--- config.mk ---
export PLATFORM = sky130hd
export DESIGN_NAME = axi_defslv
export DESIGN_NICKNAME = d
export VERILOG_FILES = /design/src/common/types_amba_pkg.sv /design/src/rtl/axi_defslv.sv
export VERILOG_INCLUDE_DIRS = /design/src /design/src/common
export SDC_FILE = /design/constraint.sdc
export NUM_CORES = 1
export LEC_CHECK = 0
export ABC_AREA = 1
export BUFFER_PORTS_ARGS = -buffer_cell sky130_fd_sc_hd__clkbuf_2
export CAP_MARGIN = 20
export CORE_ASPECT_RATIO = 1.75
export CORE_MARGIN = 2
export CORE_UTILIZATION = 31
export CTS_BUF_LIST = sky130_fd_sc_hd__clkbuf_4 sky130_fd_sc_hd__clkbuf_8
export CTS_CLUSTER_SIZE = 12
export DETAILED_ROUTE_END_ITERATION = 7
export GPL_ROUTABILITY_DRIVEN = 0
export PLACE_DENSITY_LB_ADDON = 0.1
export SYNTH_ARGS = -nofsm -noshare
export SYNTH_HDL_FRONTEND = slang
export SYNTH_SLANG_ARGS = --single-unit
--- constraint.sdc ---
create_clock -name i_clk -period 2.4 [get_ports i_clk]
set_clock_uncertainty 0.15 [all_clocks]
set_input_delay 0.36 -clock i_clk [delete_from_list [all_inputs] [get_ports i_clk]]
set_output_delay 0.36 -clock i_clk [all_outputs]
set_load 0.005 [all_outputs]
--- src/common/amba_consts.svh ---
`ifndef AMBA_CONSTS_SVH
`define AMBA_CONSTS_SVH

// bus widths
`define AXI_ADDR_W 32
`define AXI_DATA_W 32
`define AXI_STRB_W (`AXI_DATA_W / 8)
`define AXI_LEN_W 8

// memory map, one 4 KB window per sram
`define SRAM0_BASE 32'h0000_0000
`define SRAM1_BASE 32'h0000_1000
`define SRAM_SPAN 32'h0000_1000

// words per sram instance
`define SRAM_WORDS 1024

`endif
--- src/common/types_amba_pkg.sv ---
package types_amba_pkg;

`include "amba_consts.svh"

typedef enum logic [1:0] {
    AXI_RESP_OKAY = 2'b00,
    AXI_RESP_EXOKAY = 2'b01,
    AXI_RESP_SLVERR = 2'b10,
    AXI_RESP_DECERR = 2'b11
} axi_resp_type;

// aw/ar payload
typedef struct packed {
    logic [`AXI_ADDR_W-1:0] addr;
    logic [`AXI_LEN_W-1:0] len;  // beats minus one
} axi4_metadata_type;

// master to slave
typedef struct packed {
    logic aw_valid;
    axi4_metadata_type aw_bits;
    logic w_valid;
    logic [`AXI_DATA_W-1:0] w_data;
    logic [`AXI_STRB_W-1:0] w_strb;
    logic w_last;
    logic b_ready;
    logic ar_valid;
    axi4_metadata_type ar_bits;
    logic r_ready;
} axi4_slave_in_type;

// slave to master
typedef struct packed {
    logic aw_ready;
    logic w_ready;
    logic b_valid;
    axi_resp_type b_resp;
    logic ar_ready;
    logic r_valid;
    logic [`AXI_DATA_W-1:0] r_data;
    axi_resp_type r_resp;
    logic r_last;
} axi4_slave_out_type;

localparam axi4_slave_out_type axi4_slave_out_none = '{
    aw_ready: 1'b0,
    w_ready: 1'b0,
    b_valid: 1'b0,
    b_resp: AXI_RESP_OKAY,
    ar_ready: 1'b0,
    r_valid: 1'b0,
    r_data: '0,
    r_resp: AXI_RESP_OKAY,
    r_last: 1'b0
};

endpackage : types_amba_pkg

--- src/rtl/axi_defslv.sv ---
`timescale 1ns/100ps

module axi_defslv (
    input logic i_clk,
    input logic i_nrst,
    input types_amba_pkg::axi4_slave_in_type i_xslvi,
    output types_amba_pkg::axi4_slave_out_type o_xslvo
);

    import types_amba_pkg::*;

    typedef enum logic [1:0] {
        DEFSLV_IDLE,
        DEFSLV_R,
        DEFSLV_W,
        DEFSLV_B
    } defslv_state_type;

    defslv_state_type r_state, w_state_nxt;
    logic [7:0] r_cnt, w_cnt_nxt;  // beats left minus one

    always_comb begin : main_proc
        axi4_slave_out_type v_out;

        w_state_nxt = r_state;
        w_cnt_nxt = r_cnt;
        v_out = axi4_slave_out_none;
        v_out.b_resp = AXI_RESP_DECERR;
        v_out.r_resp = AXI_RESP_DECERR;

        case (r_state)
            DEFSLV_IDLE: begin
                v_out.aw_ready = 1'b1;
                v_out.ar_ready = ~i_xslvi.aw_valid;  // write wins
                if (i_xslvi.aw_valid) begin
                    w_state_nxt = DEFSLV_W;
                    w_cnt_nxt = i_xslvi.aw_bits.len;
                end else if (i_xslvi.ar_valid) begin
                    w_state_nxt = DEFSLV_R;
                    w_cnt_nxt = i_xslvi.ar_bits.len;
                end
            end
            DEFSLV_R: begin
                v_out.r_valid = 1'b1;
                v_out.r_data = '1;
                v_out.r_last = (r_cnt == 8'd0);
                if (i_xslvi.r_ready) begin
                    if (r_cnt == 8'd0) begin
                        w_state_nxt = DEFSLV_IDLE;
                    end else begin
                        w_cnt_nxt = r_cnt - 8'd1;
                    end
                end
            end
            DEFSLV_W: begin
                v_out.w_ready = 1'b1;
                if (i_xslvi.w_valid) begin  // w_last not checked, count decides
                    if (r_cnt == 8'd0) begin
                        w_state_nxt = DEFSLV_B;
                    end else begin
                        w_cnt_nxt = r_cnt - 8'd1;
                    end
                end
            end
            DEFSLV_B: begin
                v_out.b_valid = 1'b1;
                if (i_xslvi.b_ready) begin
                    w_state_nxt = DEFSLV_IDLE;
                end
            end
            default: w_state_nxt = DEFSLV_IDLE;
        endcase

        o_xslvo = v_out;
    end : main_proc

    always_ff @(posedge i_clk or negedge i_nrst) begin : reg_proc
        if (!i_nrst) begin
            r_state <= DEFSLV_IDLE;
            r_cnt <= '0;
        end else begin
            r_state <= w_state_nxt;
            r_cnt <= w_cnt_nxt;
        end
    end : reg_proc

endmodule : axi_defslv

Word level (Yosys, flattened, before mapping)
Cells that the tools add are included.
W data, S select, Z words.
{ "totals": {"register_bits": 10, "inputBits": 124, "elab_cells": 38} }
{ "op_classes": {"add_sub_neg": 1, "n_eq_ne": 9, "mux": 20, "bitwise_logic": 1, "reduce_logical": 5} }
{ "op_table": {"columns": ["cell", "n"], "rows": [
  ["$mux W8", 5],
  ["$mux W33", 1],
  ["$pmux W8 S3", 1],
  ["$mux W2", 7],
  ["$ne A2 B2 Y1 const B", 5],
  ["$logic_not A8 Y1", 1],
  ["$pmux W2 S4", 1],
  ["$sub A8 B1 Y8 const B", 1],
  ["$reduce_and A6 Y1", 1],
  ["$mux W1", 5],
  ["$eq A2 B2 Y1 const B", 2],
  ["$reduce_and A4 Y1", 1],
  ["$ne A3 B3 Y1 const B", 1],
  ["$reduce_bool A3 Y1", 1],
  ["$eq A2 B1 Y1 const B", 1],
  ["$logic_not A2 Y1", 1],
  ["$not A1 Y1", 1]
]} }

Longest topological paths before layout
Gate-level depths: netlist of the first run.
{ "logic_depth": {"word_depth": 4, "mapped_depth": 10} }

Worst setup path before layout of the first run
OpenSTA, ideal clock, no wires.
{ "synth_path": {"kind": "reg-to-reg", "startpoint": "register r_state[1]", "endpoint": "register r_cnt[3]", "setup_time_ns": 0.123, "t_arrival_ns": 1.857, "setup_slack_ns": 0.270, "stages_incl_launch_ff": 11, "synth_period_minus_slack_ns": 2.130, "path_cell_list": "dfrtp_1 -> inv_1 -> ha_1 -> nand2_1 -> nand3_2 -> nor2_2 -> nand2_2 -> inv_2 -> buf_6 -> nand2_1 -> nand2_1"} }
{ "synth_between": {"elab_chain_cells": 3} }
{ "synth_lines": {"columns": ["element", "line", "text"], "rows": [
  ["start: declaration", "axi_defslv.sv:19", "defslv_state_type r_state, w_state_nxt;"],
  ["start signal: assignment", "axi_defslv.sv:82", "r_state <= w_state_nxt;"],
  ["$eq A2 B2 Y1 (tied with other cells)", "axi_defslv.sv:31", "case (r_state)"],
  ["$ne A2 B2 Y1 (no line) (tied with other cells)", null, null],
  ["$reduce_and A4 Y1 (no line)", null, null],
  ["end signal: assignment", "axi_defslv.sv:83", "r_cnt <= w_cnt_nxt;"],
  ["end: declaration", "axi_defslv.sv:20", "logic [7:0] r_cnt, w_cnt_nxt;"]
]} }
Parallel ways exist; a longest one is shown, timed or not.
A chain may end at the register's enable or synchronous reset.

==> flow_summary.yaml, run 1 <==
finish:
  seq_area_um2: 250.2
  multiInputGateArea_um2: 576.8
  final_nets: 337
  fillers: 414
  layout-drive-gt1-share_pct: 39.22
  diodes: 0
  syn_to_final_growth_pct: 12.05
synth:
  synthAdderAreaFrac_pct: 7.400
  ys_seq_area_share_pct: 21.14
  syn-instance-count: 173
  netlist_area_um2: 1184
  synth-xor-area-share_pct: 0
  synthMuxAreaShare_pct: 0
  yosysWarnings: 0
  yosys.area.top_type: "buf_4"
  synth-compound-area-share_pct: 13.11
  synth_seq_cells: 10
  syn_avg_cell_area_um2: 6.842
  synth_top_cell_area_share_pct: 22.83
  synthDistinctLibCells: 25
  synth-simple-area-share_pct: 26.96
  synth_top_family_by_area: "buffers and inverters"
  synthTopCellsByArea: "buf_4 (23%), dfrtp_1 (21%), nand2_1 (9.8%)"
sta:
  hold_viol_final: 0
  period_share_pct: 83.95
  tns_ns: 0
  finalSetupViolCount: 0
  rsz0062_at_grt: "no"
  drv_slew: 0
  fmax_mhz: 496.4
  timing.final.ws_setup_ns: 0.3853
  period_needed_ns: 2.015
  worst_hold_slack_ns: 0.3099
placement:
  place_ws_ns: 0.5569
  io_buffer_count: 60
  dp.final_hpwl_mm: 2.463
setup_path:
  cp-end-kind: "primary output"
  cpMostUsedCell: "inv_1"
  critPathMaxFanout: 5
  critPathMaxStageDelay_ns: 0.37
  critPathArrivalTime_ns: 1.50
  worstPathRequired_ns: 1.89
  worstSetupPathType: "reg -> out"
  worstPathCellList: "inv_1, ha_1, inv_1, nor3_4, nand2_1, nor2_1, clkbuf_2"
  worst_setup_path_start_kind: "flip-flop"
  reg2reg_depth: 9
  crit_slowest_cell: "dfrtp_1"
power:
  max-vdd-ir-drop_uv: 644.5
  pwr-share-comb_pct: 70.7
  leakage_nw: 0.7773
  power_frac_seq_pct: 19.7
  p_int_mw: 0.8872
  p_sw_share_pct: 51.05
  power_mw: 1.813
  powerDensity_nw_per_um2: 1367
  clockPowerShare_pct: 9.7
  switchingPower_mw: 0.9254
die:
  rows: 29
  boundaryPins: 166
  die_area_um2: 4348
  dieHeight_um: 85.74
  core_um2: 3628
  start_util_pct: 32.62
  die_w_um: 50.71
cts:
  clock-sinks: 10
  postCtsSetupRepairBufs: 0
  root_buffer: "clkbuf_8"
  ctsResizeCount: 0
  worstSkewPairLatency_ns: 0.24
  cts_buffers: 3
  ctsHoldBuffers: 1
  clk_pin_slew_ns: 0.05
  h-tree-depth: 1
  cts_tree: "built"
  clk_path_buf_depth: 2
drt:
  route.detailed.drc: 0
  ant_nets: 0
  wl_per_cell_um: 11.89
  wirelength_mm: 2.972
  num_vias: 1097
  viasPerCell: 4.388
  drt-initial-drc-count: 26
  dr.pass1.iters: 4
worst_hold_path:
  min_path_type: "in -> reg"
  holdPathStages: 5
global_route:
  first_global_vias: 1039
  grt_max_degree: 19
  grt_pass1_wl_mm: 4.726
  antenna_found_initial: 0
  track_usage_pct: 14.27
  grt-ovfl-total: 0
run:
  maxCapViolCount: 0
outcome:
  status: "finished clean"
==> worst paths after layout <==
path	end	from	slack (ns)
max in group asynchronous	r_cnt[7]$_DFFE_PN0P_	i_nrst	1.49
min	r_state[0]$_DFFE_PN0P_	i_xslvi[42]	0.31
max	o_xslvo[0]	r_cnt[0]$_DFFE_PN0P_	0.39
min in group asynchronous	r_cnt[0]$_DFFE_PN0P_	i_nrst	0.38
max reg2reg	r_cnt[7]$_DFFE_PN0P_	r_state[0]$_DFFE_PN0P_	0.56
min reg2reg	r_cnt[4]$_DFFE_PN0P_	r_cnt[4]$_DFFE_PN0P_	0.42
==> synth_stat cells, drive strengths merged <==
cell,count
buf,38
nand2,35
nor2,26
o21ai,20
inv,17
dfrtp,10
nand3,8
ha,7
o22ai,3
a21oi,2
and2,1
clkbuf,1
clkinv,1
conb,1
nor3,1
o21a,1
o21bai,1
==> power groups by stage <==
stage | registers, mW | clock network, mW | logic, mW
6_report | 0.356 | 0.176 | 1.28
5_1_grt | 0.369 | 0.187 | 1.45
4_1_cts | 0.356 | 0.175 | 1.30
3_5_place_dp | 0.358 | 0 | 1.30
3_3_place_gp | 0.356 | 0 | 1.28
2_1_floorplan | 0.331 | 0 | 1.18
==> cells in the final DEF (no fill, tap or decap), drive strengths merged, types with 2 or more instances in the layout <==
cell	netlist	layout
nor2	26	26
o21ai	20	20
clkbuf	1	63
o22ai	3	3
a21oi	2	2
nand3	8	8
conb	1	4
dfrtp	10	10
buf	38	3
nand2	35	35
inv	17	17
ha	7	7
==> critical path, delay by kind of cell (launching register included) <==
| family | cells | cell delay, ns |
|---|---|---|
| flip-flops | 1 | 0.37 |
| buffers and inverters | 3 | 0.36 |
| AND/OR/NAND/NOR | 3 | 0.33 |
| adder cells (fa/ha/maj) | 1 | 0.20 |
==> routing by layer <==
metal	wire [um]	GRT usage [%]
met2	1537	26.67
met5	0	0
met1	1200	16.05
met3	183	1.045
met4	51	6.143
==> area by class of cell <==
| cell class | instances | share of cell area [%] |
|---|---|---|
| clock buffers | 3 | 3.113 |
| repair buffers | 64 | 25.09 |
| inverters | 18 | 5.094 |
| flip-flops and latches | 10 | 18.87 |
| multi-input cells | 109 | 43.49 |
| well taps | 46 | 4.340 |
==> registers in the layout (all words and copies together), names as in the netlist <==
signal	cells
r_cnt	8
r_state	2
==> stage by stage <==
stage	utilization, %	cells	instance area (um^2)
detailed placement	35.14	246	1275
CTS	36.55	250	1326
finish	36.55	250	1326
floorplan	-	176	1195
global placement	35.14	246	1275
global route	36.55	250	1326
==> kinds of logic (layout without fill, tap and decap cells) <==
kind of cell / after synthesis / in the layout
other cells: 1 / 4
flops: 10 / 10
fa+ha+maj: 7 / 7
simple gates: 71 / 71
compound gates: 27 / 27
buf+inv: 57 / 85
No activity file was read; power rests on OpenSTA's default activity.
==> inputs of run 2 (changes only) <==
==> constraint.sdc (replaced) <==
create_clock -name i_clk -period 1.88 [get_ports i_clk]
set_clock_uncertainty 0.15 [all_clocks]
set_input_delay 0.282 -clock i_clk [delete_from_list [all_inputs] [get_ports i_clk]]
set_output_delay 0.282 -clock i_clk [all_outputs]
set_load 0.005 [all_outputs]
==> flow_summary.yaml, run 2 (synthesized netlist as in run 1, its figures left out) <==
global_route:
  grt-ovfl-total: 0
  grt_pass1_wl_mm: 4.705
  first_global_vias: 1060
  antenna_found_initial: 0
  grt_max_degree: 18
  track_usage_pct: 14.19
placement:
  io_buffer_count: 60
  dp.final_hpwl_mm: 2.533
  place_area_um2: 1292
sta:
  drv_slew: 0
  finalSetupViolCount: 0
  tns_ns: 0
  fmax_mhz: 551.1
  hold_viol_final: 0
  period_needed_ns: 1.814
  rsz0062_at_grt: "yes"
  period_share_pct: 96.52
power:
  powerDensity_nw_per_um2: 1763
  leakage_nw: 0.7867
  power_mw: 2.404
  max-vdd-ir-drop_uv: 658.9
worst_hold_path:
  min_path_type: "in -> reg"
  hp-start: "i_xslvi[42]"
drt:
  wirelength_mm: 2.971
  wl_per_cell_um: 11.74
  num_vias: 1112
  drt-initial-drc-count: 19
  ant_nets: 0
  dr.pass1.iters: 4
  viasPerCell: 4.395
  route.detailed.drc: 0
finish:
  regMostFlops: "r_cnt"
  largest_reg_flops: 8
  reg.largest.list: "r_cnt x8, r_state x2"
  fillers: 425
  layout_commonest_cell: "clkbuf_2"
  layout-drive-gt1-share_pct: 43.48
  diodes: 0
  most-common-layout-cells: "clkbuf_2 (60), nand2_1 (30), nor2_1 (24)"
  design_area_um2: 1364
  final_nets: 340
  syn_to_final_growth_pct: 15.22
setup_path:
  critical_path.top_delay_family: "buffers and inverters"
  rr_startpoint: "r_state[1]$_DFFE_PN0P_"
  worstPathCellList: "inv_1, ha_2, buf_4, clkbuf_2"
  endpoint: "o_xslvo[14]"
  cp-end-kind: "primary output"
  reg2reg_depth: 8
  worstSetupPathType: "reg -> out"
  critPathMaxStageDelay_ns: 0.42
  crit_slowest_cell: "dfrtp_1"
  worstPathRequired_ns: 1.45
  r2r_end: "r_cnt[7]$_DFFE_PN0P_"
  critPathMaxFanout: 17
  worst_setup_path_start_kind: "flip-flop"
  rrSetupSlack_ns: 0.09
  critPathArrivalTime_ns: 1.38
  startpoint: "r_state[1]$_DFFE_PN0P_"
  path_depth: 4
  path_buf_inv: 3
cts:
  clk_path_buf_depth: 2
  clock-sinks: 10
  clk_pin_slew_ns: 0.05
  cts_tree: "built"
  worstSkewPairLatency_ns: 0.23
  cts_buffers: 3
  h-tree-depth: 1
  root_buffer: "clkbuf_8"
die:
  dieHeight_um: 85.74
  rows: 29
  boundaryPins: 166
  start_util_pct: 32.62
  die_w_um: 50.71
  core_um2: 3628
  die_area_um2: 4348
run:
  maxCapViolCount: 0
outcome:
  status: "finished clean"
-- run 2: changes by cell type in the layout (fill, tap and decap cells not counted), moves of 2 or more --
cell / delta
buf_4: +3
ha_1: -2
ha_2: +2
inv_1: -2
-- run 2: routing by layer --
layer | track usage [%] | routed length (um) | vias to the layer above
li1 | - | - | 569
met1 | 14.07 | 1140 | 486
met2 | 28.35 | 1586 | 53
met3 | 1.394 | 205 | 4
met4 | 6.143 | 38 | 0
met5 | 0 | 0 | -
-- run 2: how the worst min path moves through the flow --
| stage | cells past startpoint | to | slack (ns) |
|---|---|---|---|
| 2_1_floorplan | 0 | r_cnt[0]$_DFFE_PN0P_ | -0.16 |
| 3_3_place_gp | 1 | r_cnt[3]$_DFFE_PN0P_ | 0.03 |
| 3_5_place_dp | 1 | r_cnt[4]$_DFFE_PN0P_ | 0.02 |
| 4_1_cts | 5 | r_state[0]$_DFFE_PN0P_ | 0.25 |
| 5_1_grt | 5 | r_state[0]$_DFFE_PN0P_ | 0.30 |
| 6_report | 5 | r_state[0]$_DFFE_PN0P_ | 0.25 |
-- run 2: timing repair --
action,4_1_cts,5_1_grt
hold buffers,1,0
buffers inserted,0,1
resized for setup,1,7
pin swaps,0,0
setup endpoints to repair,1,9
endpoints found under the hold margin,10,0
-- run 2: cell type report --
class                           instances  area [um^2]  share of cell area (%)
Tap cell                               46        57.56                   4.220
Sequential cell                        10        251.5                   18.44
Multi-Input combinational cell        109        584.3                   42.84
Timing Repair Buffer                   67        355.3                   26.06
Inverter                               18        73.82                   5.413
Clock buffer                            3        41.29                   3.028
-- run 2: report_power, final --
group / leakage [nW] / internal [mW] / switching (mW)
Sequential: 0.121 / 0.334 / 0.125
Combinational: 0.644 / 0.729 / 0.994
Clock: 0.0216 / 0.140 / 0.0810
Total: 0.787 / 1.20 / 1.20
-- run 2: stage by stage --
| stage | setup slack, ns | instances | hold WS, ns | utilization (%) |
|---|---|---|---|---|
| floorplan | 0.03791 | 176 | -0.1636 | - |
| global placement | 0.1088 | 248 | 0.02533 | 35.62 |
| detailed placement | 0.06559 | 248 | 0.02481 | 35.62 |
| CTS | 0.002384 | 252 | 0.2537 | 37.03 |
| global route | -0.02718 | 253 | 0.3004 | 37.59 |
| finish | 0.06552 | 253 | 0.2478 | 37.59 |
-- run 2: worst reg2reg max path, cell delays in order (launching register included) --
cell	delay [ns]
dfrtp_1	0.41
inv_1	0.09
ha_2	0.39
buf_4	0.14
nand3_2	0.09
nand2_2	0.15
inv_4	0.10
nor2_1	0.10
nor2_1	0.05
