<file path="src/common/amba_consts.svh">
`ifndef AMBA_CONSTS_SVH
`define AMBA_CONSTS_SVH

// bus widths
`define AXI_ADDR_W 32
`define AXI_DATA_W 32
`define AXI_STRB_W (`AXI_DATA_W / 8)
`define AXI_LEN_W 8

// memory map, one 4 KB window per sram
`define SRAM0_BASE 32'h0000_0000
`define SRAM1_BASE 32'h0000_1000
`define SRAM_SPAN 32'h0000_1000

// words per sram instance
`define SRAM_WORDS 1024

`endif
</file>
<file path="src/common/types_amba_pkg.sv">
package types_amba_pkg;

`include "amba_consts.svh"

typedef enum logic [1:0] {
    AXI_RESP_OKAY = 2'b00,
    AXI_RESP_EXOKAY = 2'b01,
    AXI_RESP_SLVERR = 2'b10,
    AXI_RESP_DECERR = 2'b11
} axi_resp_type;

// aw/ar payload
typedef struct packed {
    logic [`AXI_ADDR_W-1:0] addr;
    logic [`AXI_LEN_W-1:0] len;  // beats minus one
} axi4_metadata_type;

// master to slave
typedef struct packed {
    logic aw_valid;
    axi4_metadata_type aw_bits;
    logic w_valid;
    logic [`AXI_DATA_W-1:0] w_data;
    logic [`AXI_STRB_W-1:0] w_strb;
    logic w_last;
    logic b_ready;
    logic ar_valid;
    axi4_metadata_type ar_bits;
    logic r_ready;
} axi4_slave_in_type;

// slave to master
typedef struct packed {
    logic aw_ready;
    logic w_ready;
    logic b_valid;
    axi_resp_type b_resp;
    logic ar_ready;
    logic r_valid;
    logic [`AXI_DATA_W-1:0] r_data;
    axi_resp_type r_resp;
    logic r_last;
} axi4_slave_out_type;

localparam axi4_slave_out_type axi4_slave_out_none = '{
    aw_ready: 1'b0,
    w_ready: 1'b0,
    b_valid: 1'b0,
    b_resp: AXI_RESP_OKAY,
    ar_ready: 1'b0,
    r_valid: 1'b0,
    r_data: '0,
    r_resp: AXI_RESP_OKAY,
    r_last: 1'b0
};

endpackage : types_amba_pkg

</file>
<file path="src/xbar/axi_bus_router.sv">
`timescale 1ns/100ps
`include "amba_consts.svh"

module axi_bus_router (
    input logic i_clk,
    input logic i_nrst,
    input types_amba_pkg::axi4_slave_in_type i_xmsti,
    output types_amba_pkg::axi4_slave_out_type o_xmsto,
    output types_amba_pkg::axi4_slave_in_type o_sram0_in,
    input types_amba_pkg::axi4_slave_out_type i_sram0_out,
    output types_amba_pkg::axi4_slave_in_type o_sram1_in,
    input types_amba_pkg::axi4_slave_out_type i_sram1_out,
    output types_amba_pkg::axi4_slave_in_type o_def_in,
    input types_amba_pkg::axi4_slave_out_type i_def_out
);

    import types_amba_pkg::*;

    typedef enum logic [1:0] {
        ROUTE_IDLE,
        ROUTE_WRITE,
        ROUTE_READ
    } route_state_type;

    localparam logic [1:0] sel_sram0 = 2'd0;
    localparam logic [1:0] sel_sram1 = 2'd1;
    localparam logic [1:0] sel_def = 2'd2;

    route_state_type r_state, w_state_nxt;
    logic [1:0] r_sel, w_sel_nxt;  // slave owning the open transaction
    logic [1:0] w_aw_sel;
    logic [1:0] w_ar_sel;
    axi4_slave_out_type w_aw_tgt;
    axi4_slave_out_type w_ar_tgt;
    axi4_slave_out_type w_cur_tgt;

    function automatic logic [1:0] decode(input logic [`AXI_ADDR_W-1:0] addr);
        logic [1:0] sel;
        sel = sel_def;
        if ((addr >= `SRAM0_BASE) && (addr < (`SRAM0_BASE + `SRAM_SPAN))) begin
            sel = sel_sram0;
        end else if ((addr >= `SRAM1_BASE) && (addr < (`SRAM1_BASE + `SRAM_SPAN))) begin
            sel = sel_sram1;
        end
        return sel;
    endfunction

    function automatic axi4_slave_out_type pick(input logic [1:0] sel,
                                                input axi4_slave_out_type s0,
                                                input axi4_slave_out_type s1,
                                                input axi4_slave_out_type s2);
        axi4_slave_out_type res;
        case (sel)
            sel_sram0: res = s0;
            sel_sram1: res = s1;
            default: res = s2;
        endcase
        return res;
    endfunction

    assign w_aw_sel = decode(i_xmsti.aw_bits.addr);
    assign w_ar_sel = decode(i_xmsti.ar_bits.addr);
    assign w_aw_tgt = pick(w_aw_sel, i_sram0_out, i_sram1_out, i_def_out);
    assign w_ar_tgt = pick(w_ar_sel, i_sram0_out, i_sram1_out, i_def_out);
    assign w_cur_tgt = pick(r_sel, i_sram0_out, i_sram1_out, i_def_out);

    always_comb begin : route_proc
        axi4_slave_in_type v_quiet;
        axi4_slave_in_type v_fwd;
        axi4_slave_out_type v_out;
        logic [1:0] v_sel;

        w_state_nxt = r_state;
        w_sel_nxt = r_sel;
        v_quiet = i_xmsti;  // payload fans out, handshakes are gated
        v_quiet.aw_valid = 1'b0;
        v_quiet.w_valid = 1'b0;
        v_quiet.b_ready = 1'b0;
        v_quiet.ar_valid = 1'b0;
        v_quiet.r_ready = 1'b0;
        v_fwd = v_quiet;
        v_out = axi4_slave_out_none;
        v_sel = r_sel;

        case (r_state)
            ROUTE_IDLE: begin
                v_sel = i_xmsti.aw_valid ? w_aw_sel : w_ar_sel;
                v_fwd.aw_valid = i_xmsti.aw_valid;
                v_fwd.ar_valid = i_xmsti.ar_valid & ~i_xmsti.aw_valid;
                v_out.aw_ready = w_aw_tgt.aw_ready;
                v_out.ar_ready = w_ar_tgt.ar_ready & ~i_xmsti.aw_valid;
                if (i_xmsti.aw_valid && w_aw_tgt.aw_ready) begin
                    w_state_nxt = ROUTE_WRITE;
                    w_sel_nxt = w_aw_sel;
                end else if (i_xmsti.ar_valid && v_out.ar_ready) begin
                    w_state_nxt = ROUTE_READ;
                    w_sel_nxt = w_ar_sel;
                end
            end
            ROUTE_WRITE: begin
                v_fwd.w_valid = i_xmsti.w_valid;
                v_fwd.b_ready = i_xmsti.b_ready;
                v_out.w_ready = w_cur_tgt.w_ready;
                v_out.b_valid = w_cur_tgt.b_valid;
                v_out.b_resp = w_cur_tgt.b_resp;
                if (w_cur_tgt.b_valid && i_xmsti.b_ready) begin
                    w_state_nxt = ROUTE_IDLE;
                end
            end
            ROUTE_READ: begin
                v_fwd.r_ready = i_xmsti.r_ready;
                v_out.r_valid = w_cur_tgt.r_valid;
                v_out.r_data = w_cur_tgt.r_data;
                v_out.r_resp = w_cur_tgt.r_resp;
                v_out.r_last = w_cur_tgt.r_last;
                if (w_cur_tgt.r_valid && i_xmsti.r_ready && w_cur_tgt.r_last) begin
                    w_state_nxt = ROUTE_IDLE;
                end
            end
            default: w_state_nxt = ROUTE_IDLE;
        endcase

        o_xmsto = v_out;
        o_sram0_in = (v_sel == sel_sram0) ? v_fwd : v_quiet;
        o_sram1_in = (v_sel == sel_sram1) ? v_fwd : v_quiet;
        o_def_in = (v_sel == sel_def) ? v_fwd : v_quiet;
    end : route_proc

    always_ff @(posedge i_clk or negedge i_nrst) begin : reg_proc
        if (!i_nrst) begin
            r_state <= ROUTE_IDLE;
            r_sel <= sel_def;
        end else begin
            r_state <= w_state_nxt;
            r_sel <= w_sel_nxt;
        end
    end : reg_proc

endmodule : axi_bus_router

</file>
<file path="config.mk">
export PLATFORM = sky130hd
export DESIGN_NAME = axi_bus_router
export DESIGN_NICKNAME = d
export VERILOG_FILES = /design/src/common/types_amba_pkg.sv /design/src/xbar/axi_bus_router.sv
export VERILOG_INCLUDE_DIRS = /design/src /design/src/common
export SDC_FILE = /design/constraint.sdc
export NUM_CORES = 1
export LEC_CHECK = 0
export BUFFER_PORTS_ARGS = -buffer_cell sky130_fd_sc_hd__buf_2
export CAP_MARGIN = 5
export CORE_AREA = 8 8 251 253
export CTS_BUF_LIST = sky130_fd_sc_hd__clkbuf_4
export CTS_CLUSTER_DIAMETER = 30
export DETAILED_ROUTE_END_ITERATION = 8
export DIE_AREA = 0 0 259 261
export HOLD_SLACK_MARGIN = 0.15
export SLEW_MARGIN = 25
export SYNTH_ARGS = -nofsm -noshare
export SYNTH_HDL_FRONTEND = slang
export SYNTH_SLANG_ARGS = --single-unit
export TNS_END_PERCENT = 10
</file>
<file path="constraint.sdc">
create_clock -name i_clk -period 1.8 [get_ports i_clk]
set_clock_uncertainty 0.1 [all_clocks]
set_input_delay 0.09 -clock i_clk [delete_from_list [all_inputs] [get_ports i_clk]]
set_output_delay 0.09 -clock i_clk [all_outputs]
set_load 0.05 [all_outputs]
</file>
* Word-level counts from Yosys, hierarchy flattened
Cells that the tools add are included.
Operators by class: magnitude comparators 8, equality and inequality tests 10, multiplexer cells 28, bitwise gates (word level) 3, reduce and logical (&&, ||, !) cells 17
Operators by type and width (number):
- $mux 122 | 3
- $pmux 42 s2 | 1
- $pmux 41 s2 | 1
- $pmux 37 s2 | 1
- $ge 32x1->1 const B | 2
- $ge 32x13->1 const B | 2
- $lt 32x13->1 const B | 2
- $lt 32x14->1 const B | 2
- $mux 36 | 1
- $mux 2 | 12
- $eq 2x1->1 const B | 5
- $logic_not 2->1 | 5
- $logic_and 1x1->1 | 9
- $mux 1 | 7
- $pmux 2 s3 | 1
- $eq 2x2->1 const B | 2
- $mux 4 | 1
- $ne 2x2->1 const B | 2
- $ne 3x3->1 const B | 1
- $reduce_and 3->1 | 1
- $and 1x1->1 | 2
- $reduce_and 2->1 | 1
- $reduce_bool 2->1 | 1
- $not 1->1 | 1
Storage, ports and cells: flip-flop bits (word level) 4, bits of input ports 250, output and inout port bits 408

* Logic depth before layout (Yosys ltp)
Gate-level depths: netlist of run 1.
word-level depth 11, depth in mapped cells 7

* Worst setup path after synthesis of run 1
No wires, ideal clock.
path type register -> output, start register r_state[1], end output o_sram1_in[0] (netlist bit), data arrival time 2.680 ns, required time 1.610 ns, path slack -1.070 ns, stages on the path, launching flop included 6, path buffers 0, cell sequence dfrtp_1 -> nor2_2 -> nand2_1 -> nor4_2 -> a221oi_1 -> nor2_1
RTL lines:
- start: declaration | line axi_bus_router.sv:29 | route_state_type r_state, w_state_nxt;
- start signal: assignment | line axi_bus_router.sv:134 | r_state <= w_state_nxt;
- end: declaration | line axi_bus_router.sv:11 | output types_amba_pkg::axi4_slave_in_type o_sram1_in,

==> results.yml, run 1 <==
outcome:
  status: "finished, violations left"
  violations: "setup timing"
power:
  p_sw_share_pct: 64.83
  clockPowerShare_pct: 2.4
  switchingPower_mw: 3.691
  p_per_area_mw_per_mm2: 761.3
  seqPwrFrac_pct: 3.8
  intPower_mw: 2.002
  leakagePower_nw: 3.290
  ir_worst_vdd_v: 0.0005892
  p_comb_share_pct: 93.8
layout:
  final_cell_count_no_fill: 1559
  areaGrowthSynthToFinish_pct: 76.94
  drive_above_1_share_pct: 75.39
  design_area_mm2: 0.007478
  nNetsFinal: 1023
sta:
  timing.setup.tns_ps: -8140
  rsz0062_at_grt: "true"
  fin_crit_ps: 2055
  setup_viol: 53
  setup_ws_ps: -254.9
  drv_slew: 0
  hold_viol: 0
  clock.fmax_ghz: 0.4866
  slew-limit-headroom_pct: 60.93
  min_period_over_period_pct: 114.2
  tightest_slew_ps: 580.0
global_route:
  met1_usage_pct: 7.271
  met3_usage_pct: 2.061
  grt_first_pass_wirelength_um: 32930
  antenna_found_initial: 8
  top_usage_layer: "met2"
  grtUsageMet2_pct: 12.58
  gr-total-overflow: 0
  grt_pass1_vias: 4635
  grt_max_degree: 48
  grt_use_total_pct: 6.705
route:
  dr.pass1.iters: 4
  wirelength_um: 25490
  avgRoutedWirePerCell_um: 16.35
  drt_iter0_markers: 163
  num_vias: 4317
  ant_nets: 0
  drc_errors: 0
  vias_per_cell: 2.769
setup_path:
  reg2reg_depth: 7
  arrival_ps: 1860
  path_class: "reg -> out"
  end_kind: "primary output"
  path_cells: "or2_4, a221o_1, buf_12, nor2_2, buf_6"
  required_ps: 1610
  crit_fanout: 6
  max_stage_delay_ps: 450
  cp_slowest_cell: "a221o_1"
  start_kind: "register"
clock_tree:
  clock_latency_ps: 230
  path_clk_slew_ps: 40
  h-tree-depth: 1
  clock-root-buffer: "clkbuf_4"
  cts.sinks: 4
  max-clock-path-buffers: 2
  tritoncts: "yes"
  cts_made_buffers: 3
placement:
  dp_cells: 1464
  pre_cts_ws_ps: -512.0
  io_buffers: 349
  place_area_mm2: 0.005270
  dp_hpwl_um: 20720
  gp_congestion: 0.7699
die:
  io_pins: 658
  dieArea_mm2: 0.06760
  die_y_um: 261
  die_x_um: 259
  initial_core_util_pct: 7.122
  coreArea_mm2: 0.05934
  rows: 90
logic_synthesis:
  synth_seq_area_share_pct: 2.398
  yosysUniqueCellTypes: 37
  syn_avg_cell_area_um2: 6.839
  synth_top_area_share_pct: 62.70
  synth.net_count: 868
  synth-seq-cells: 4
  synthCells: 618
  syn_area_mm2: 0.004227
  synth.area.top_cells: "buf_4 63%, mux2i_1 9.7%, nor2_1 8.5%, a21oi_1 5.0%, dfrtp_1 1.8%"
  ys_warn_count: 0
  synth_top_area_cell: "buf_4"
worst_hold_path:
  holdPathStages: 3
  hold_path_class: "in -> reg"
flow_run:
  cap_violations: 0
stage by stage:
step	power [mW]	hold slack, ps	utilization (%)
finish	5.693	188.9	12.60
global route	5.990	190.5	12.59
floorplan	3.776	-305.6	-
global placement	3.699	-201.2	8.880
CTS	5.716	159.2	12.43
detailed placement	3.708	-200.5	8.880
power groups by stage:
stage	Clock (mW)	Sequential, mW	Combinational, mW
3_5_place_dp	0	0.204	3.50
5_1_grt	0.161	0.224	5.60
6_report	0.139	0.215	5.34
3_3_place_gp	0	0.206	3.49
4_1_cts	0.144	0.215	5.36
2_1_floorplan	0	0.156	3.62
critical path, delay by kind of cell (launching register included):
| family | cells | cell delay [ps] |
|---|---|---|
| AOI/OAI and AO/OA | 1 | 450 |
| buffers and inverters | 2 | 350 |
| DFF | 1 | 400 |
| and+or+nand+nor | 2 | 400 |
layer usage:
layer / share of wire [%] / vias to the layer above
li1: - / 1965
met1: 36 / 1921
met2: 52 / 416
met3: 11 / 13
met4: 1.1 / 2
met5: 0.051 / -
synthesized netlist by cell type, drive strengths merged:
library cell  instances
a21oi                43
mux2i                41
dfstp                 1
and2                  3
nand2                 7
a221oi                2
a221o                 2
nand2b                1
nor3                  7
o22ai                 1
nand3                 8
nor4                 10
o21ai                 1
nor2b                 4
nor2                 97
inv                   3
nand4                 1
clkbuf               11
a2111oi               1
nor4b                 1
or2                   3
dfrtp                 3
a22oi                 1
or4                   1
nand4b                1
a211oi                1
a31oi                 1
nor3b                 2
buf                 360
registers in the layout, summed over array words and instances (netlist names):
name	count
r_sel	2
r_state	2
cell type report:
type                            count  area, µm²
Antenna cell                        5      12.51
Clock buffer                        4      30.03
Fill cell                        6726      51870
Inverter                            3      11.26
Multi-Input combinational cell    240       1699
Sequential cell                     4      110.1
Tap cell                          782      978.4
Timing Repair Buffer              521       4637
path summary, 6_finish.rpt:
path                               from        endpoint  slack, ps
min in group asynchronous        i_nrst        r_sel[1]        290
max in group asynchronous        i_nrst        r_sel[0]        710
min reg2reg                  r_state[0]      r_state[1]        500
max reg2reg                  r_state[1]        r_sel[0]         40
max                          r_state[1]  o_sram0_in[42]       -250
min                        i_xmsti[121]        r_sel[1]        190
cells in the final DEF (no fill, tap or decap), types with 2 or more instances in the layout:
cell type / netlist / final
nor3_4: 1 / 3
nor2b_1: 4 / 4
buf_12: 0 / 97
buf_8: 0 / 3
buf_6: 0 / 52
buf_4: 353 / 70
buf_2: 6 / 294
nand2_1: 7 / 6
nor2_1: 96 / 73
nor4_2: 1 / 2
mux2i_2: 0 / 3
nand3_1: 8 / 7
clkbuf_4: 0 / 4
nor3_1: 6 / 4
a21oi_1: 42 / 36
dlygate4sd3_1: 0 / 4
mux2i_4: 0 / 2
inv_1: 3 / 3
nor4_1: 9 / 5
or2_2: 2 / 2
nor2_2: 1 / 13
nor2_4: 0 / 11
diode_2: 0 / 5
mux2i_1: 41 / 36
nor4_4: 0 / 3
and2_1: 3 / 2
a21oi_2: 1 / 7
cell families (layout without fill, tap and decap cells):
| family | after synthesis | after routing | share of synthesized area [%] |
|---|---|---|---|
| simple gates | 146 | 146 | 15.93 |
| mux | 41 | 41 | 9.710 |
| buf+inv | 374 | 528 | 64.74 |
| compound gates | 53 | 53 | 7.223 |
| flops | 4 | 4 | 2.398 |
| other cells | 0 | 5 | 0 |
repair_timing:
| action | in CTS | in global routing |
|---|---|---|
| hold buffers | 81 | 0 |
| resized for setup | 128 | 17 |
| setup endpoints to repair | 56 | 58 |
| buffers inserted | 5 | 1 |
| pin swaps | 8 | 9 |
| hold endpoints to repair | 236 | 0 |
Note: power is estimated with default switching activity, not from simulation.
==> run 2, diff against run 1 <==
PLACE_DENSITY = 0.3   (was not set)
==> run 2 against run 1 <==
The run still ends with setup timing left. Global-route usage shrank 0.35 points. Maximum frequency grew 2.2%. Largest cell class unchanged. First-iteration DRC count shrank 21%. Die area is the same.
==> results.yml, run 2 (same netlist as run 1, synthesis figures left out) <==
outcome:
  status: "finished, violations left"
  violations: "setup timing"
layout:
  multi_input_area_mm2: 0.001689
  final_cell_mix: "296 x buf_2, 94 x buf_12, 81 x buf_4, 77 x nor2_1, 46 x buf_6"
  drive_above_1_share_pct: 75.90
  final_util_pct: 12.57
  nNetsFinal: 1027
  areaGrowthSynthToFinish_pct: 76.55
  layout_commonest_cell: "buf_2"
  seq_area_um2: 108.9
  largest_registers: "r_sel: 2 flops, r_state: 2 flops"
  fillers: 6771
global_route:
  met3_usage_pct: 1.753
  grt_first_pass_wirelength_um: 32230
  grtUsageMet2_pct: 11.24
  top_usage_layer: "met2"
  gr-total-overflow: 0
  antenna_found_initial: 5
  met1_usage_pct: 7.632
  grt_pass1_vias: 4741
  grt_use_total_pct: 6.353
  grt_max_degree: 20
sta:
  fin_crit_ps: 2010
  slew-limit-headroom_pct: 72.82
  hold_viol: 0
  setup_viol: 52
  tightest_slew_ps: 403.4
  min_period_over_period_pct: 111.7
  setup_ws_ps: -210.4
  clock.fmax_ghz: 0.4974
  timing.setup.tns_ps: -3286
  drv_slew: 0
  rsz0062_at_grt: "true"
clock_tree:
  max-clock-path-buffers: 2
  path_clk_slew_ps: 50
  tritoncts: "yes"
  cts.sinks: 4
  clock_latency_ps: 240
  h-tree-depth: 1
  clock-root-buffer: "clkbuf_4"
  cts_made_buffers: 3
flow_run:
  cap_violations: 0
placement:
  io_buffers: 349
  dp_hpwl_um: 18130
  gp_congestion: 0.7024
setup_path:
  cp_slowest_cell: "dfrtp_1"
  path_common_cell: "buf_12"
  path_class: "reg -> out"
  crit_fanout: 9
  required_ps: 1610
  end_kind: "primary output"
  max_stage_delay_ps: 400
  start_kind: "register"
  arrival_ps: 1820
  path_cells: "or2_4, nor3b_2, buf_4, a221o_1, buf_12, and2_4, buf_12"
route:
  vias_per_cell: 2.706
  wirelength_um: 23960
  num_vias: 4224
  dr.pass1.iters: 4
  ant_nets: 0
  drt_iter0_markers: 129
  drc_errors: 0
  avgRoutedWirePerCell_um: 15.35
power:
  p_per_area_mw_per_mm2: 798.6
  power_mw: 5.959
  ir_worst_vdd_v: 0.0004984
  leakagePower_nw: 3.328
die:
  coreArea_mm2: 0.05934
  dieArea_mm2: 0.06760
  rows: 90
  initial_core_util_pct: 7.122
  die_x_um: 259
  die_y_um: 261
  io_pins: 658
worst_hold_path:
  hold_path_class: "in -> reg"
==> run 2: cell count changes in the layout (fill, tap and decap cells not counted), moves of 3 or more <==
cell,before,now
nor2_1,73,77
nor2_4,11,5
buf_4,70,81
buf_6,52,46
buf_12,97,94
==> run 2: through the flow <==
step                cell area, µm²  std cells  setup slack, ps  hold slack, ps
floorplan                     4318        618           -411.5          -305.6
global placement              5160       1463           -471.1          -156.8
detailed placement            5160       1463           -413.4          -159.9
CTS                           7365       1558           -228.0           150.7
global route                  7460       1560           -284.5           178.0
finish                        7462       1561           -210.4           149.9
==> run 2: layer usage <==
| layer | up-vias | part of all wire, % |
|---|---|---|
| li1 | 1967 | - |
| met1 | 1915 | 40 |
| met2 | 332 | 50 |
| met3 | 8 | 8.6 |
| met4 | 2 | 1.3 |
| met5 | - | 0.029 |
==> run 2: timing repair <==
| item | 4_1_cts | 5_1_grt |
|---|---|---|
| endpoints found under the hold margin | 235 | 0 |
| endpoints found under the setup margin | 61 | 58 |
| setup buffers | 11 | 0 |
| hold buffers | 79 | 0 |
| cloned | 2 | 0 |
| gates resized for setup | 120 | 21 |
| pin swaps | 7 | 6 |
==> run 2: power breakdown <==
| group | switching, mW | internal (mW) | total [mW] |
|---|---|---|---|
| registers | 0.0316 | 0.133 | 0.164 |
| logic | 3.73 | 1.92 | 5.66 |
| clock network | 0.0416 | 0.0985 | 0.140 |
==> run 2: critical path: cells and delay by family, from the launching register on <==
family          cells  cell delay [ps]
flops               1              400
simple gates        3              580
buf+inv             3              410
compound gates      1              170
==> run 2: worst paths after layout <==
kind / depth (start not counted) / startpoint / endpoint / slack, ps
worst max register to register: 7 / r_sel[0] / r_state[1] / 20
max in group asynchronous: 3 / i_nrst / r_sel[0] / 620
worst min-delay path: 4 / i_def_out[36] / r_sel[1] / 150
worst min register to register: 2 / r_state[0] / r_state[1] / 560
min in group asynchronous: 2 / i_nrst / r_sel[1] / 290
worst max-delay path: 7 / r_state[0] / o_sram1_in[41] / -210
==> run 2: cell type report <==
cell class | count | area share [%]
antenna | 3 | 0.1006
clock buffer | 4 | 0.4024
inverter | 3 | 0.1509
multi-input combinational | 240 | 22.64
sequential | 4 | 1.459
tap | 782 | 13.11
timing repair buffer | 525 | 62.14
